[src/design/stackPkg.sv]
// stack package
// op codes, status codes and the APB register map shared by the stack
// subsystem and its testbench
package stackPkg;

  localparam int apbAddrWidth = 7;
  localparam int apbDataWidth = 32;

  // operation codes, as written to the command register
  localparam logic [2:0] opNone           = 3'd0;
  localparam logic [2:0] opPush           = 3'd1;
  localparam logic [2:0] opPop            = 3'd2;
  localparam logic [2:0] opReplace        = 3'd3;
  localparam logic [2:0] opIndexReset     = 3'd4;
  localparam logic [2:0] opIndexResetPush = 3'd5;
  localparam logic [2:0] opUnderflowGet   = 3'd6;
  localparam logic [2:0] opUnderflowSet   = 3'd7;

  // status codes
  localparam logic [2:0] stNone      = 3'd0;
  localparam logic [2:0] stEmpty     = 3'd1;
  localparam logic [2:0] stFull      = 3'd2;
  localparam logic [2:0] stUnderflow = 3'd3;
  localparam logic [2:0] stOverflow  = 3'd4;
  localparam logic [2:0] stBadOffset = 3'd5;

  // byte addresses of the word registers
  localparam logic [6:0] regData           = 7'h00;
  localparam logic [6:0] regOffset         = 7'h04;
  localparam logic [6:0] regUnderflowLimit = 7'h08;
  localparam logic [6:0] regUpperLimit     = 7'h0C;
  localparam logic [6:0] regLowerLimit     = 7'h10;
  localparam logic [6:0] regCommand        = 7'h14;
  localparam logic [6:0] regTos            = 7'h18; // read only from here on
  localparam logic [6:0] regOut1           = 7'h1C;
  localparam logic [6:0] regOut2           = 7'h20;
  localparam logic [6:0] regIndex          = 7'h24;
  localparam logic [6:0] regStatus         = 7'h28;

  // command register fields
  localparam int cmdOpLsb      = 0;
  localparam int cmdOpMsb      = 2;
  localparam int cmdDropTosBit = 3;

  // status register fields
  localparam int statusLsb     = 0;
  localparam int statusMsb     = 2;
  localparam int statusBusyBit = 8;

endpackage
[src/design/stackSubsystem.sv]
// stack subsystem
// APB register block, operation sequencer and entry storage of the
// memory-mapped operand stack
`timescale 1ns/1ps

module stackSubsystem #(
  parameter int dataWidth = 8,
  parameter int depthLog2 = 3
) (
  input  logic                              clk,
  input  logic                              reset,
  input  logic                              psel,
  input  logic                              penable,
  input  logic                              pwrite,
  input  logic [stackPkg::apbAddrWidth-1:0] paddr,
  input  logic [stackPkg::apbDataWidth-1:0] pwdata,
  output logic [stackPkg::apbDataWidth-1:0] prdata,
  output logic                              pready,
  output logic                              pslverr
);

  // launch side
  logic                 opValid;
  logic [2:0]           op;
  logic                 dropTos;
  logic [dataWidth-1:0] opData;
  logic [depthLog2:0]   opOffset;
  logic [depthLog2:0]   underflowLimit;
  logic [depthLog2:0]   upperLimit;
  logic [depthLog2:0]   lowerLimit;

  // results
  logic                 busy;
  logic [depthLog2:0]   index;
  logic [2:0]           status;
  logic [dataWidth-1:0] tos;
  logic [dataWidth-1:0] out1;
  logic [dataWidth-1:0] out2;

  // storage ports
  logic [depthLog2:0]   rdAddrA;
  logic [depthLog2:0]   rdAddrB;
  logic [depthLog2:0]   rdAddrC;
  logic [dataWidth-1:0] rdDataA;
  logic [dataWidth-1:0] rdDataB;
  logic [dataWidth-1:0] rdDataC;
  logic                 wrEn;
  logic [depthLog2:0]   wrAddr;
  logic [dataWidth-1:0] wrData;

  stackApbRegs #(.dataWidth(dataWidth), .depthLog2(depthLog2)) stackApbRegs_i (
    .clk, .reset, .psel, .penable, .pwrite, .paddr, .pwdata,
    .prdata, .pready, .pslverr,
    .busy, .index, .status, .tos, .out1, .out2,
    .opValid, .op, .dropTos, .opData, .opOffset,
    .underflowLimit, .upperLimit, .lowerLimit
  );

  stackControl #(.dataWidth(dataWidth), .depthLog2(depthLog2)) stackControl_i (
    .clk, .reset,
    .opValid, .op, .dropTos, .opData, .opOffset,
    .underflowLimit, .upperLimit, .lowerLimit,
    .rdDataA, .rdDataB, .rdDataC,
    .busy, .index, .status, .tos, .out1, .out2,
    .rdAddrA, .rdAddrB, .rdAddrC,
    .wrEn, .wrAddr, .wrData
  );

  stackStorage #(.dataWidth(dataWidth), .depthLog2(depthLog2)) stackStorage_i (
    .clk, .wrEn, .wrAddr, .wrData,
    .rdAddrA, .rdAddrB, .rdAddrC,
    .rdDataA, .rdDataB, .rdDataC
  );

endmodule

[src/design/stackApbRegs.sv]
// stack APB registers
// APB slave holding the operand registers; a command write launches one
// stack operation and is held off through pready while a zero fill runs,
// the results read back zero extended
`timescale 1ns/1ps

module stackApbRegs #(
  parameter int dataWidth = 8,
  parameter int depthLog2 = 3
) (
  input  logic                              clk,
  input  logic                              reset,
  input  logic                              psel,
  input  logic                              penable,
  input  logic                              pwrite,
  input  logic [stackPkg::apbAddrWidth-1:0] paddr,
  input  logic [stackPkg::apbDataWidth-1:0] pwdata,
  output logic [stackPkg::apbDataWidth-1:0] prdata,
  output logic                              pready,
  output logic                              pslverr,
  input  logic                              busy,
  input  logic [depthLog2:0]                index,
  input  logic [2:0]                        status,
  input  logic [dataWidth-1:0]              tos,
  input  logic [dataWidth-1:0]              out1,
  input  logic [dataWidth-1:0]              out2,
  output logic                              opValid,
  output logic [2:0]                        op,
  output logic                              dropTos,
  output logic [dataWidth-1:0]              opData,
  output logic [depthLog2:0]                opOffset,
  output logic [depthLog2:0]                underflowLimit,
  output logic [depthLog2:0]                upperLimit,
  output logic [depthLog2:0]                lowerLimit
);

  logic access;
  logic cmdWrite;
  logic mapped;
  logic readOnly;

  assign access   = psel && penable;
  assign cmdWrite = psel && pwrite && (paddr == stackPkg::regCommand);

  // only command writes wait, and only while the fill is running
  assign pready  = !(cmdWrite && busy);
  assign opValid = access && cmdWrite && !busy;
  assign op      = pwdata[stackPkg::cmdOpMsb:stackPkg::cmdOpLsb];
  assign dropTos = pwdata[stackPkg::cmdDropTosBit];
  assign pslverr = access && (!mapped || (pwrite && readOnly));

  always_ff @(posedge clk) begin
    if (reset) begin
      opData         <= '0;
      opOffset       <= '0;
      underflowLimit <= '0;
      upperLimit     <= '0;
      lowerLimit     <= '0;
    end else if (access && pwrite) begin
      case (paddr)
        stackPkg::regData:           opData         <= pwdata[dataWidth-1:0];
        stackPkg::regOffset:         opOffset       <= pwdata[depthLog2:0];
        stackPkg::regUnderflowLimit: underflowLimit <= pwdata[depthLog2:0];
        stackPkg::regUpperLimit:     upperLimit     <= pwdata[depthLog2:0];
        stackPkg::regLowerLimit:     lowerLimit     <= pwdata[depthLog2:0];
        default: ;
      endcase
    end
  end

  // readback and address decode
  always_comb begin
    prdata   = '0;
    mapped   = 1'b1;
    readOnly = 1'b0;
    case (paddr)
      stackPkg::regData:           prdata[dataWidth-1:0] = opData;
      stackPkg::regOffset:         prdata[depthLog2:0]   = opOffset;
      stackPkg::regUnderflowLimit: prdata[depthLog2:0]   = underflowLimit;
      stackPkg::regUpperLimit:     prdata[depthLog2:0]   = upperLimit;
      stackPkg::regLowerLimit:     prdata[depthLog2:0]   = lowerLimit;
      stackPkg::regCommand:        prdata                = '0; // nothing stored
      stackPkg::regTos: begin
        prdata[dataWidth-1:0] = tos;
        readOnly              = 1'b1;
      end
      stackPkg::regOut1: begin
        prdata[dataWidth-1:0] = out1;
        readOnly              = 1'b1;
      end
      stackPkg::regOut2: begin
        prdata[dataWidth-1:0] = out2;
        readOnly              = 1'b1;
      end
      stackPkg::regIndex: begin
        prdata[depthLog2:0] = index;
        readOnly            = 1'b1;
      end
      stackPkg::regStatus: begin
        prdata[stackPkg::statusMsb:stackPkg::statusLsb] = status;
        prdata[stackPkg::statusBusyBit]                 = busy;
        readOnly                                        = 1'b1;
      end
      default: mapped = 1'b0;
    endcase
  end

endmodule

[src/design/stackControl.sv]
// stack control
// decodes each launched operation, keeps the index, the status and the
// registered top three entries, and runs the one entry per cycle zero
// fill of an index reset while holding busy
`timescale 1ns/1ps

module stackControl #(
  parameter int dataWidth = 8,
  parameter int depthLog2 = 3
) (
  input  logic                 clk,
  input  logic                 reset,
  input  logic                 opValid,
  input  logic [2:0]           op,
  input  logic                 dropTos,
  input  logic [dataWidth-1:0] opData,
  input  logic [depthLog2:0]   opOffset,
  input  logic [depthLog2:0]   underflowLimit,
  input  logic [depthLog2:0]   upperLimit,
  input  logic [depthLog2:0]   lowerLimit,
  input  logic [dataWidth-1:0] rdDataA,
  input  logic [dataWidth-1:0] rdDataB,
  input  logic [dataWidth-1:0] rdDataC,
  output logic                 busy,
  output logic [depthLog2:0]   index,
  output logic [2:0]           status,
  output logic [dataWidth-1:0] tos,
  output logic [dataWidth-1:0] out1,
  output logic [dataWidth-1:0] out2,
  output logic [depthLog2:0]   rdAddrA,
  output logic [depthLog2:0]   rdAddrB,
  output logic [depthLog2:0]   rdAddrC,
  output logic                 wrEn,
  output logic [depthLog2:0]   wrAddr,
  output logic [dataWidth-1:0] wrData
);

  localparam int indexWidth = depthLog2 + 1;
  localparam int maxStack   = 2 ** indexWidth - 1;
  localparam int sumWidth   = (dataWidth > indexWidth ? dataWidth : indexWidth) + 1;
  localparam logic [indexWidth-1:0] topIndex = indexWidth'(maxStack);

  // zero fill state
  logic [indexWidth-1:0] clrAddr;   // next entry to clear
  logic [indexWidth-1:0] clrTarget; // index once the fill is done
  logic                  clrPush;
  logic [dataWidth-1:0]  clrData;
  logic                  clrLast;

  logic                  startClear;
  logic                  doRefresh;
  logic                  doGet;
  logic                  doError;
  logic [2:0]            errCode;
  logic [indexWidth-1:0] nextIndex;
  logic [indexWidth-1:0] getAddr;
  logic                  badOffset;
  logic [sumWidth-1:0]   popSum;
  logic                  popUnder;
  logic [dataWidth-1:0]  fwdA;
  logic [dataWidth-1:0]  fwdB;
  logic [dataWidth-1:0]  fwdC;

  function automatic logic [2:0] levelStatus(input logic [indexWidth-1:0] idx,
                                             input logic [indexWidth-1:0] limit);
    if (idx == topIndex) return stackPkg::stFull;
    if (idx == limit) return stackPkg::stEmpty;
    if (idx < limit) return stackPkg::stUnderflow;
    return stackPkg::stNone;
  endfunction

  assign getAddr   = lowerLimit + opOffset;
  // widened so that upper below lower never wraps into a good offset
  assign badOffset = ({1'b0, lowerLimit} + {1'b0, opOffset}) >= {1'b0, upperLimit};
  assign popSum    = sumWidth'(opData) + sumWidth'(underflowLimit);
  assign popUnder  = popSum >= sumWidth'(index); // index - data <= limit
  assign clrLast   = clrAddr == clrTarget;

  always_comb begin
    nextIndex  = index;
    doRefresh  = 1'b0;
    doGet      = 1'b0;
    doError    = 1'b0;
    errCode    = stackPkg::stNone;
    startClear = 1'b0;
    wrEn       = 1'b0;
    wrAddr     = index;
    wrData     = opData;
    if (busy) begin
      if (clrLast) begin
        // final cycle of the fill, pending push lands here
        wrEn      = clrPush;
        wrAddr    = clrTarget;
        wrData    = clrData;
        nextIndex = clrPush ? clrTarget + 1'b1 : clrTarget;
        doRefresh = 1'b1;
      end else begin
        wrEn   = 1'b1;
        wrAddr = clrAddr;
        wrData = '0;
      end
    end else if (opValid) begin
      case (op)
        stackPkg::opNone: doRefresh = 1'b1;
        stackPkg::opPush: begin
          if (index == topIndex) begin
            doError = 1'b1;
            errCode = stackPkg::stOverflow;
          end else begin
            wrEn      = 1'b1;
            nextIndex = index + 1'b1;
            doRefresh = 1'b1;
          end
        end
        stackPkg::opPop: begin
          if (popUnder) begin
            doError = 1'b1;
            errCode = stackPkg::stUnderflow;
          end else begin
            nextIndex = index - indexWidth'(opData) - 1'b1;
            doRefresh = 1'b1;
          end
        end
        stackPkg::opReplace: begin
          if (index <= underflowLimit) begin
            doError = 1'b1;
            errCode = stackPkg::stUnderflow;
          end else begin
            wrEn      = 1'b1;
            wrAddr    = index - 1'b1;
            doRefresh = 1'b1;
          end
        end
        stackPkg::opIndexReset, stackPkg::opIndexResetPush: begin
          if (op == stackPkg::opIndexResetPush && opOffset == topIndex) begin
            doError = 1'b1;
            errCode = stackPkg::stOverflow;
          end else if (opOffset > index) begin
            startClear = 1'b1; // first exposed entry cleared right away
            wrEn       = 1'b1;
            wrData     = '0;
          end else if (op == stackPkg::opIndexResetPush) begin
            wrEn      = 1'b1;
            wrAddr    = opOffset;
            nextIndex = opOffset + 1'b1;
            doRefresh = 1'b1;
          end else begin
            nextIndex = opOffset;
            doRefresh = 1'b1;
          end
        end
        stackPkg::opUnderflowGet: begin
          if (badOffset) begin
            doError = 1'b1;
            errCode = stackPkg::stBadOffset;
          end else begin
            doGet = 1'b1;
          end
        end
        stackPkg::opUnderflowSet: begin
          if (badOffset) begin
            doError = 1'b1;
            errCode = stackPkg::stBadOffset;
          end else if (dropTos && index == underflowLimit) begin
            doError = 1'b1;
            errCode = stackPkg::stUnderflow;
          end else begin
            wrEn      = 1'b1;
            wrAddr    = getAddr;
            nextIndex = dropTos ? index - 1'b1 : index;
            doRefresh = 1'b1;
          end
        end
      endcase
    end
  end

  // entries below zero map to the all-ones address
  always_comb begin
    rdAddrA = doGet ? getAddr : nextIndex - 1'b1;
    rdAddrB = (nextIndex >= indexWidth'(2)) ? nextIndex - indexWidth'(2) : '1;
    rdAddrC = (nextIndex >= indexWidth'(3)) ? nextIndex - indexWidth'(3) : '1;
  end

  // bypass the entry written on the same edge
  assign fwdA = (wrEn && wrAddr == rdAddrA) ? wrData : rdDataA;
  assign fwdB = (wrEn && wrAddr == rdAddrB) ? wrData : rdDataB;
  assign fwdC = (wrEn && wrAddr == rdAddrC) ? wrData : rdDataC;

  always_ff @(posedge clk) begin
    if (reset) begin
      index     <= '0;
      status    <= stackPkg::stEmpty;
      tos       <= '0;
      out1      <= '0;
      out2      <= '0;
      busy      <= 1'b0;
      clrAddr   <= '0;
      clrTarget <= '0;
      clrPush   <= 1'b0;
    end else begin
      if (doRefresh) begin
        index  <= nextIndex;
        status <= levelStatus(nextIndex, underflowLimit);
        tos    <= fwdA;
        out1   <= fwdB;
        out2   <= fwdC;
      end else if (doGet) begin
        tos    <= rdDataA;
        status <= stackPkg::stNone;
      end else if (doError) begin
        status <= errCode; // index and outputs stay
      end

      if (startClear) begin
        busy      <= 1'b1;
        clrAddr   <= index + 1'b1;
        clrTarget <= opOffset;
        clrPush   <= op == stackPkg::opIndexResetPush;
      end else if (busy) begin
        if (clrLast) begin
          busy <= 1'b0;
        end else begin
          clrAddr <= clrAddr + 1'b1;
        end
      end
    end
  end

  always_ff @(posedge clk) begin
    if (startClear) begin
      clrData <= opData;
    end
  end

endmodule

[src/design/stackStorage.sv]
// stack storage
// entry array with one synchronous write port and three asynchronous
// read ports; the all-ones address lies past the last entry and reads
// as zero, which gives the empty slots below the bottom of the stack
`timescale 1ns/1ps

module stackStorage #(
  parameter int dataWidth = 8,
  parameter int depthLog2 = 3
) (
  input  logic                 clk,
  input  logic                 wrEn,
  input  logic [depthLog2:0]   wrAddr,
  input  logic [dataWidth-1:0] wrData,
  input  logic [depthLog2:0]   rdAddrA,
  input  logic [depthLog2:0]   rdAddrB,
  input  logic [depthLog2:0]   rdAddrC,
  output logic [dataWidth-1:0] rdDataA,
  output logic [dataWidth-1:0] rdDataB,
  output logic [dataWidth-1:0] rdDataC
);

  localparam int indexWidth = depthLog2 + 1;
  localparam int maxStack   = 2 ** indexWidth - 1;
  localparam logic [indexWidth-1:0] endAddr = indexWidth'(maxStack);

  logic [dataWidth-1:0] mem [maxStack];

  logic validA;
  logic validB;
  logic validC;

  always_ff @(posedge clk) begin
    if (wrEn && wrAddr < endAddr) begin
      mem[wrAddr] <= wrData;
    end
  end

  // out of range addresses read as zero
  assign validA = rdAddrA < endAddr;
  assign validB = rdAddrB < endAddr;
  assign validC = rdAddrC < endAddr;

  assign rdDataA = validA ? mem[rdAddrA] : '0;
  assign rdDataB = validB ? mem[rdAddrB] : '0;
  assign rdDataC = validC ? mem[rdAddrC] : '0;

endmodule

[config.mk]
export PLATFORM = sky130hd
export DESIGN_NAME = stackSubsystem
export DESIGN_NICKNAME = d
export VERILOG_FILES = /design/src/design/stackPkg.sv /design/src/design/stackSubsystem.sv /design/src/design/stackApbRegs.sv /design/src/design/stackControl.sv /design/src/design/stackStorage.sv
export SDC_FILE = /design/constraint.sdc
export NUM_CORES = 1
export LEC_CHECK = 0
export BUFFER_PORTS_ARGS = -buffer_cell sky130_fd_sc_hd__clkbuf_2
export CAP_MARGIN = 40
export CORE_MARGIN = 1.5
export CORE_UTILIZATION = 43
export DETAILED_ROUTE_END_ITERATION = 16
export PLACE_DENSITY = 0.63
export RECOVER_POWER = 25
export SYNTH_ARGS = -nofsm -noshare
export SYNTH_HDL_FRONTEND = slang
export SYNTH_SLANG_ARGS = --single-unit
[constraint.sdc]
create_clock -name clk -period 6 [get_ports clk]
set_input_delay 0.6 -clock clk [delete_from_list [all_inputs] [get_ports clk]]
set_output_delay 0.6 -clock clk [all_outputs]
set_load 0.03 [all_outputs]
### Word-level counts from Yosys, hierarchy flattened

Memory sizes are Yosys's and may differ from the RTL's.
Cells that the tools add are included.

* output and inout port bits: 34
* bits of input ports: 44
* bits in writable memories: 120
* memories: 1
* word-level logic and storage cells: 222
* register bits after elaboration: 73

* add/sub/neg operators: 13
* multiplexer cells: 122
* reductions and logical operators: 33
* equality and inequality tests: 27
* order comparisons: 11

Memories
* stackStorage_i.mem: depth 15, width 8, read ports 3, clocked after Yosys merged registers in 0, write ports 1, line stackStorage.sv:27 `logic [dataWidth-1:0] mem [maxStack];`

Operator list (count)
* 8-bit two-way mux: 14
* 4-bit two-way mux: 27
* 1-bit two-way mux: 54
* 3-bit two-way mux: 15
* 4-bit one-hot mux with 4 select lines: 2
* 3-bit one-hot mux with 10 select lines: 1
* 7-bit by 5-bit equality test with 1-bit output, second input constant: 4
* 4-bit equality test: 6
* 7-bit by 6-bit equality test with 1-bit output, second input constant: 3
* 3-bit one-hot mux with 6 select lines: 1
* 4-bit by 1-bit adder with 4-bit output, second input constant: 4
* 4-bit less-than comparator, second input constant: 4
* 1-bit logical AND: 15
* 7-bit by 4-bit equality test with 1-bit output, second input constant: 2
* 3-bit equality test, second input constant: 4
* 4-bit equality test, second input constant: 3
* 1-bit one-hot mux with 6 select lines: 2
* 4-bit one-hot mux with 3 select lines: 1
* 2-bit AND reduction: 6
* 4-bit by 1-bit subtractor with 4-bit output, second input constant: 3
* 11-bit OR reduction: 1
* 8-bit by 4-bit adder with 9-bit output: 1
* 9-bit by 4-bit >= comparator with 1-bit output: 1
* 1-bit one-hot mux with 9 select lines: 1
* other kinds (23): 31

### Depth between registers and ports, before layout

* depth in word-level cells: 22
* depth in mapped cells: 28
* mapped depth without buffers: 22

### Hierarchy

Synthesis repeated with hierarchy kept, for this count alone.

* cells, all modules: 1261
* area, all modules: 13158.9 µm²

By module, submodules not included
* stackStorage: cells an instance 459, area each 6698.9 µm², instances 1, seq. area each 3603.5 µm²
* stackControl: cells an instance 593, area each 4738.3 µm², instances 1, seq. area each 1061.0 µm²
* stackApbRegs: cells an instance 209, area each 1721.7 µm², instances 1, seq. area each 480.5 µm²

### Least setup slack after synthesis

OpenSTA, ideal clock, no wires.

* path type: register to register
* start: register stackApbRegs_i.opData[0]
* end: register stackControl_i.out2[4]
* setup slack: 0.247 ns
* required time: 5.912 ns
* buffers on the path: 6
* stages on the path, launching flop included: 25
* data arrival time: 5.665 ns
* setup time: 0.088 ns
* clock period less this slack: 5.753 ns
* path through: dfxtp_1 ha_1 inv_1 fa_1 nand3b_1 or3b_2 a221o_1 o211ai_1 a211oi_1 o21a_1 buf_2 inv_2 buf_2 clkbuf_1 buf_1 ha_1 clkbuf_1 clkinv_1 and3_1 a21oi_1 o22a_1 nor3_2 or4_1 buf_2 o32ai_2

* cells in the longest elaborated chain, start to end: 11
* elaborated cells between the ends (all ways): 21
* those cells by class: add/sub: 4; order compare: 3; eq/ne: 1; mux: 11; reduce/logical: 1; memory: 1

RTL lines
* start, declared: line stackApbRegs.sv:30 `output logic [dataWidth-1:0] opData,`
* start signal, assigned: line stackApbRegs.sv:61 `stackPkg::regData: opData <= pwdata[dataWidth-1:0];`
* 8-bit by 4-bit adder with 9-bit output or 4-bit subtractor (tied branches): line stackControl.sv:75, stackControl.sv:120
* 9-bit by 4-bit >= comparator with 1-bit output or 4-bit by 1-bit subtractor with 4-bit output (tied branches): line stackControl.sv:76, stackControl.sv:120
* 4-bit two-way mux *: line stackControl.sv:116 `if (popUnder) begin`
* 4-bit one-hot mux with 4 select lines *: line stackControl.sv:103 `case (op)`
* 4-bit two-way mux *: line stackControl.sv:102 `end else if (opValid) begin`
* 4-bit two-way mux *: line stackControl.sv:89 `if (busy) begin`
* via stackControl_i.nextIndex[0]: line stackControl.sv:55 `logic [indexWidth-1:0] nextIndex;`
* 4-bit by 2-bit subtractor with 4-bit output or 4-bit by 2-bit >= comparator with 1-bit output (tied branches): line stackControl.sv:182 `rdAddrC = (nextIndex >= indexWidth'(3)) ? nextIndex - indexWidth'(3) : '1;`
* 4-bit two-way mux *: line stackControl.sv:182
* memory 15 x 8 bit, or another cell as far along
* 8-bit two-way mux or 1-bit logical AND (tied branches): line stackStorage.sv:46, stackControl.sv:188
* 8-bit two-way mux *: line stackControl.sv:188 `assign fwdC = (wrEn && wrAddr == rdAddrC) ? wrData : rdDataC;`
* end signal, assigned: line stackControl.sv:207 `out2 <= fwdC;`
* end, declared: line stackControl.sv:29 `output logic [dataWidth-1:0] out2,`

The timed path passes the listed nets; every way through them passes the cells marked *.
A chain may end at the register's enable or synchronous reset.

### Worst setup path in the final report

* start: register stackApbRegs_i.opOffset[0]
* end: register stackControl_i.out1[4]

* cells in the longest elaborated chain, start to end: 12
* elaborated cells between the ends (all ways): 47
* those cells by class: add/sub: 4; order compare: 4; eq/ne: 2; mux: 34; reduce/logical: 2; memory: 1

RTL lines
* start, declared: line stackApbRegs.sv:31 `output logic [depthLog2:0] opOffset,`
* start signal, assigned: line stackApbRegs.sv:62 `stackPkg::regOffset: opOffset <= pwdata[depthLog2:0];`
* branches (longest 12 deep; another with memory 15 x 8 bit)
* end signal, assigned: line stackControl.sv:206 `out1 <= fwdB;`
* end, declared: line stackControl.sv:28 `output logic [dataWidth-1:0] out1,`

Parallel ways; which one is timed is not known.

==> impl_metrics.tcl <==
set metrics [dict create \
    coreArea_um2 30500 \
    cpPeakStageDelay_ps 720 \
    setup_ws_ps 210 \
    rsz0062_at_grt "no" \
    post-place-cells 1937 \
    wl_per_cell_um 25.3 \
    grt_util_met1_pct 41.5 \
    start_util_pct 43.7 \
    reg2regPathDepth 18 \
    finalPower_mw 2.73 \
    synth-seq-area-share_pct 38.6 \
    critPathBufInv 3 \
    dp_hpwl_um 35200 \
    clockBufferDepth 2 \
    path_class "register to register" \
    cts.clk_slew.worst_paths_ps 80 \
    cpMostUsedCell "ha_1" \
    fmaxAchievable_ghz 0.173 \
    antenna_found_initial 0 \
    post-route-drc-count 0 \
    pre_cts_ws_ps 221 \
    whs_path_depth 3 \
    totalWireLength_um 49800 \
    worst_slew_pin_slew_ps 1020 \
    slowest_stage "a2111oi_0" \
    fin_crit_sh_pct 96.5 \
    worstSetupPathDepth 18 \
    final_hold_viol_count 0 \
    power_density_nw_per_um2 183 \
    filler_cell_count 2882 \
    drtAntennaViolNets 0 \
    viasPerCell 6.56 \
    yosysTopAreaCellShare_pct 28.8 \
    rows 64 \
    seq_area_um2 5140 \
    yosys.area.top_type "edfxtp_1" \
    placed_area_um2 14300 \
    place_congestion 0.977 \
    grt_usage_pct 31.4 \
    arrival_ps 6190 \
    cts_tree "built" \
    cts_inserted_buffers 17 \
    fin_cells 1969 \
    slew_headroom_pct 32.1 \
    min-delay-path-class "primary input to register" \
    postCtsHoldBufs 0 \
    setup_viol 0 \
    fin_nets 1647 \
    crit_family "compound AO/OA/AOI/OAI gates" \
    globalRouteMet2Util_pct 50.0 \
    synth-edff-count 128 \
    stdcell_area_um2 14900 \
    min_period_ps 5790 \
    die_area_um2 32100 \
    chipWidth_um 179 \
    h-tree-depth 4 \
    yosysWarnings 0 \
    grt_pass1_wl_um 74200 \
    synthTopCellsByArea "edfxtp_1 (29%), dfxtp_1 (9.8%), nand2_1 (7.0%)" \
    async_flop_share_pct 0 \
    clock-sinks 193 \
    root_buffer "clkbuf_16" \
    multiInputGateArea_um2 7530 \
    globalRoute.totalOverflow 0 \
    met3_usage_pct 4.47 \
    maxCapViolCount 0 \
    grt_pass1_vias 11917 \
    ys.flop_type "edfxtp_1" \
    cp_data_required_time_ps 6400 \
    start_kind "register" \
    dr.pass1.iters 6 \
    max-vdd-ir-drop_mv 0.206 \
    cp_max_fo 18 \
    syn2layout_area_growth_pct 11.9 \
    layout-drive-gt1-share_pct 13.5 \
    num_vias 12908 \
    synth_area_per_cell_um2 8.77 \
    clock_latency_ps 450 \
    finalClockSkew_ps 11.5 \
    netlist_instances 1519 \
    syn_area_um2 13300 \
    ys_ff_latch 193 \
    status "complete, no violations" \
    fin_setup_tns_ps 0 \
    die_h_um 179 \
    endpoint_kind "register" \
    insertedDiodeCount 0 \
    io-pin-count 78 \
    crit_chain "ha_1 > fa_1 > xor2_1 > ha_1 > a21oi_1 > o21ai_1 > a211oi_2 > a21oi_1 > o31a_1 > o21a_1 > inv_2 > buf_4 > ha_1 > nor2b_1 > buf_4 > a2bb2oi_1 > a2111oi_0 > a221o_1" \
    p_leak_nw 5.57 \
    grt_most_used_layer "met2" \
    drt_iter0_drc 1580 \
    port_buffers 30 \
    slew_violations 0 \
    ys_types 90 \
    grt_max_degree 76 \
]
kinds of logic (layout without fill, tap and decap cells):
logic type / after synthesis / in the layout / share of synthesized area, %
and+or+nand+nor: 556 / 556 / 18.9
AOI/OAI and AO/OA: 446 / 446 / 24.9
DFF: 193 / 193 / 38.6
buffers and inverters: 180 / 212 / 5.90
muxes: 63 / 63 / 5.03
adders and majority gates: 44 / 44 / 4.28
xor gates and xnor gates: 36 / 36 / 2.37
other: 1 / 23 / 0.0281
where the power goes:
group / internal (mW) / total [mW] / switching, mW
Sequential: 1.40 / 1.40 / 0.000175
Combinational: 0.0161 / 0.0775 / 0.0614
Clock: 0.671 / 1.25 / 0.578
Total: 2.09 / 2.73 / 0.640
placed cells by master (no fill, tap or decap), types with 36 or more instances in the layout:
master,Yosys,layout
o211ai_1,36,36
dfxtp_1,65,65
a21oi_1,85,85
buf_4,23,90
nand3_1,60,60
edfxtp_1,128,128
o21ai_0,40,41
mux2i_1,40,39
inv_1,46,46
nand2_1,250,250
nor2_1,110,110
ha_1,40,40
what timing repair did:
| item | 4_1_cts | 5_1_grt |
|---|---|---|
| buffers inserted | 0 | 0 |
| endpoints found under the setup margin | 0 | 9 |
| gates resized for setup | 0 | 1 |
| hold endpoints to repair | 0 | 0 |
registers in the layout (all words and copies together), names as in the netlist:
name and count:
stackStorage_i.mem 120, stackApbRegs_i.opData 8, stackControl_i.clrData 8, stackControl_i.out1 8, stackControl_i.out2 8, stackControl_i.tos 8
stackApbRegs_i.lowerLimit 4, stackApbRegs_i.opOffset 4, stackApbRegs_i.underflowLimit 4, stackApbRegs_i.upperLimit 4, stackControl_i.clrAddr 4, stackControl_i.clrTarget 4
stackControl_i.index 4, stackControl_i.status 3, stackControl_i.busy 1, stackControl_i.clrPush 1
stage by stage:
stage          hold WS, ps  util (%)
6_report               378      48.9
5_1_grt                381      48.9
4_1_cts                372      49.0
2_1_floorplan          436         -
3_3_place_gp           455      46.8
3_5_place_dp           457      46.9
synthesized netlist by cell type (6+ instances only):
master / n
nand2_1: 250
edfxtp_1: 128
nor2_1: 110
a21oi_1: 85
clkbuf_1: 82
dfxtp_1: 65
nand3_1: 60
inv_1: 46
ha_1: 40
mux2i_1: 40
o21ai_0: 40
a211oi_1: 36
o211ai_1: 36
nor3_1: 31
a31oi_1: 29
buf_4: 23
mux2_2: 22
xnor2_1: 22
a22oi_1: 21
a311oi_1: 21
nand4_1: 21
o22ai_1: 20
a22o_1: 16
buf_1: 15
xor2_1: 14
and3_1: 13
and2_1: 11
o2bb2ai_1: 11
a221o_1: 9
a221oi_1: 9
a31o_2: 9
nor4_1: 9
or3_1: 9
nand2b_1: 8
nor2b_1: 8
o221ai_1: 8
o221ai_2: 8
buf_2: 7
a21o_1: 6
a2bb2oi_1: 6
o211a_1: 6
o21ai_1: 6
cell type report:
cell class	count	share of cell area [%]
Tap cell	396	3.32
Inverter	51	1.28
Sequential cell	193	34.5
Clock inverter	15	1.33
Timing Repair Buffer	129	6.19
Multi-Input combinational cell	1168	50.5
Clock buffer	17	2.85
per-layer routing:
| layer | wire (µm) | vias to the layer above |
|---|---|---|
| met5 | 0 | - |
| met4 | 2630 | 0 |
| met3 | 4150 | 127 |
| met2 | 22600 | 728 |
| met1 | 20400 | 6271 |
| li1 | - | 5782 |
worst paths after layout:
path / endpoint / from / slack, ps
hold reg to reg: stackApbRegs_i.upperLimit[2] / stackApbRegs_i.upperLimit[2] / 480
setup reg to reg: stackControl_i.out1[4] / stackApbRegs_i.opOffset[0] / 210
setup / recovery: stackControl_i.out1[4] / stackApbRegs_i.opOffset[0] / 210
hold / removal: stackApbRegs_i.opData[4] / pwdata[4] / 380
worst reg2reg max path: stages, from the launching register on:
cell and delay [ps]:
dfxtp_1 320, ha_1 230, fa_1 410, xor2_1 400, ha_1 320, a21oi_1 140
o21ai_1 170, a211oi_2 500, a21oi_1 170, o31a_1 260, o21a_1 240, inv_2 70
buf_4 250, ha_1 300, nor2b_1 570, buf_4 320, a2bb2oi_1 150, a2111oi_0 720
a221o_1 200
(Power assumes the default switching activity.)
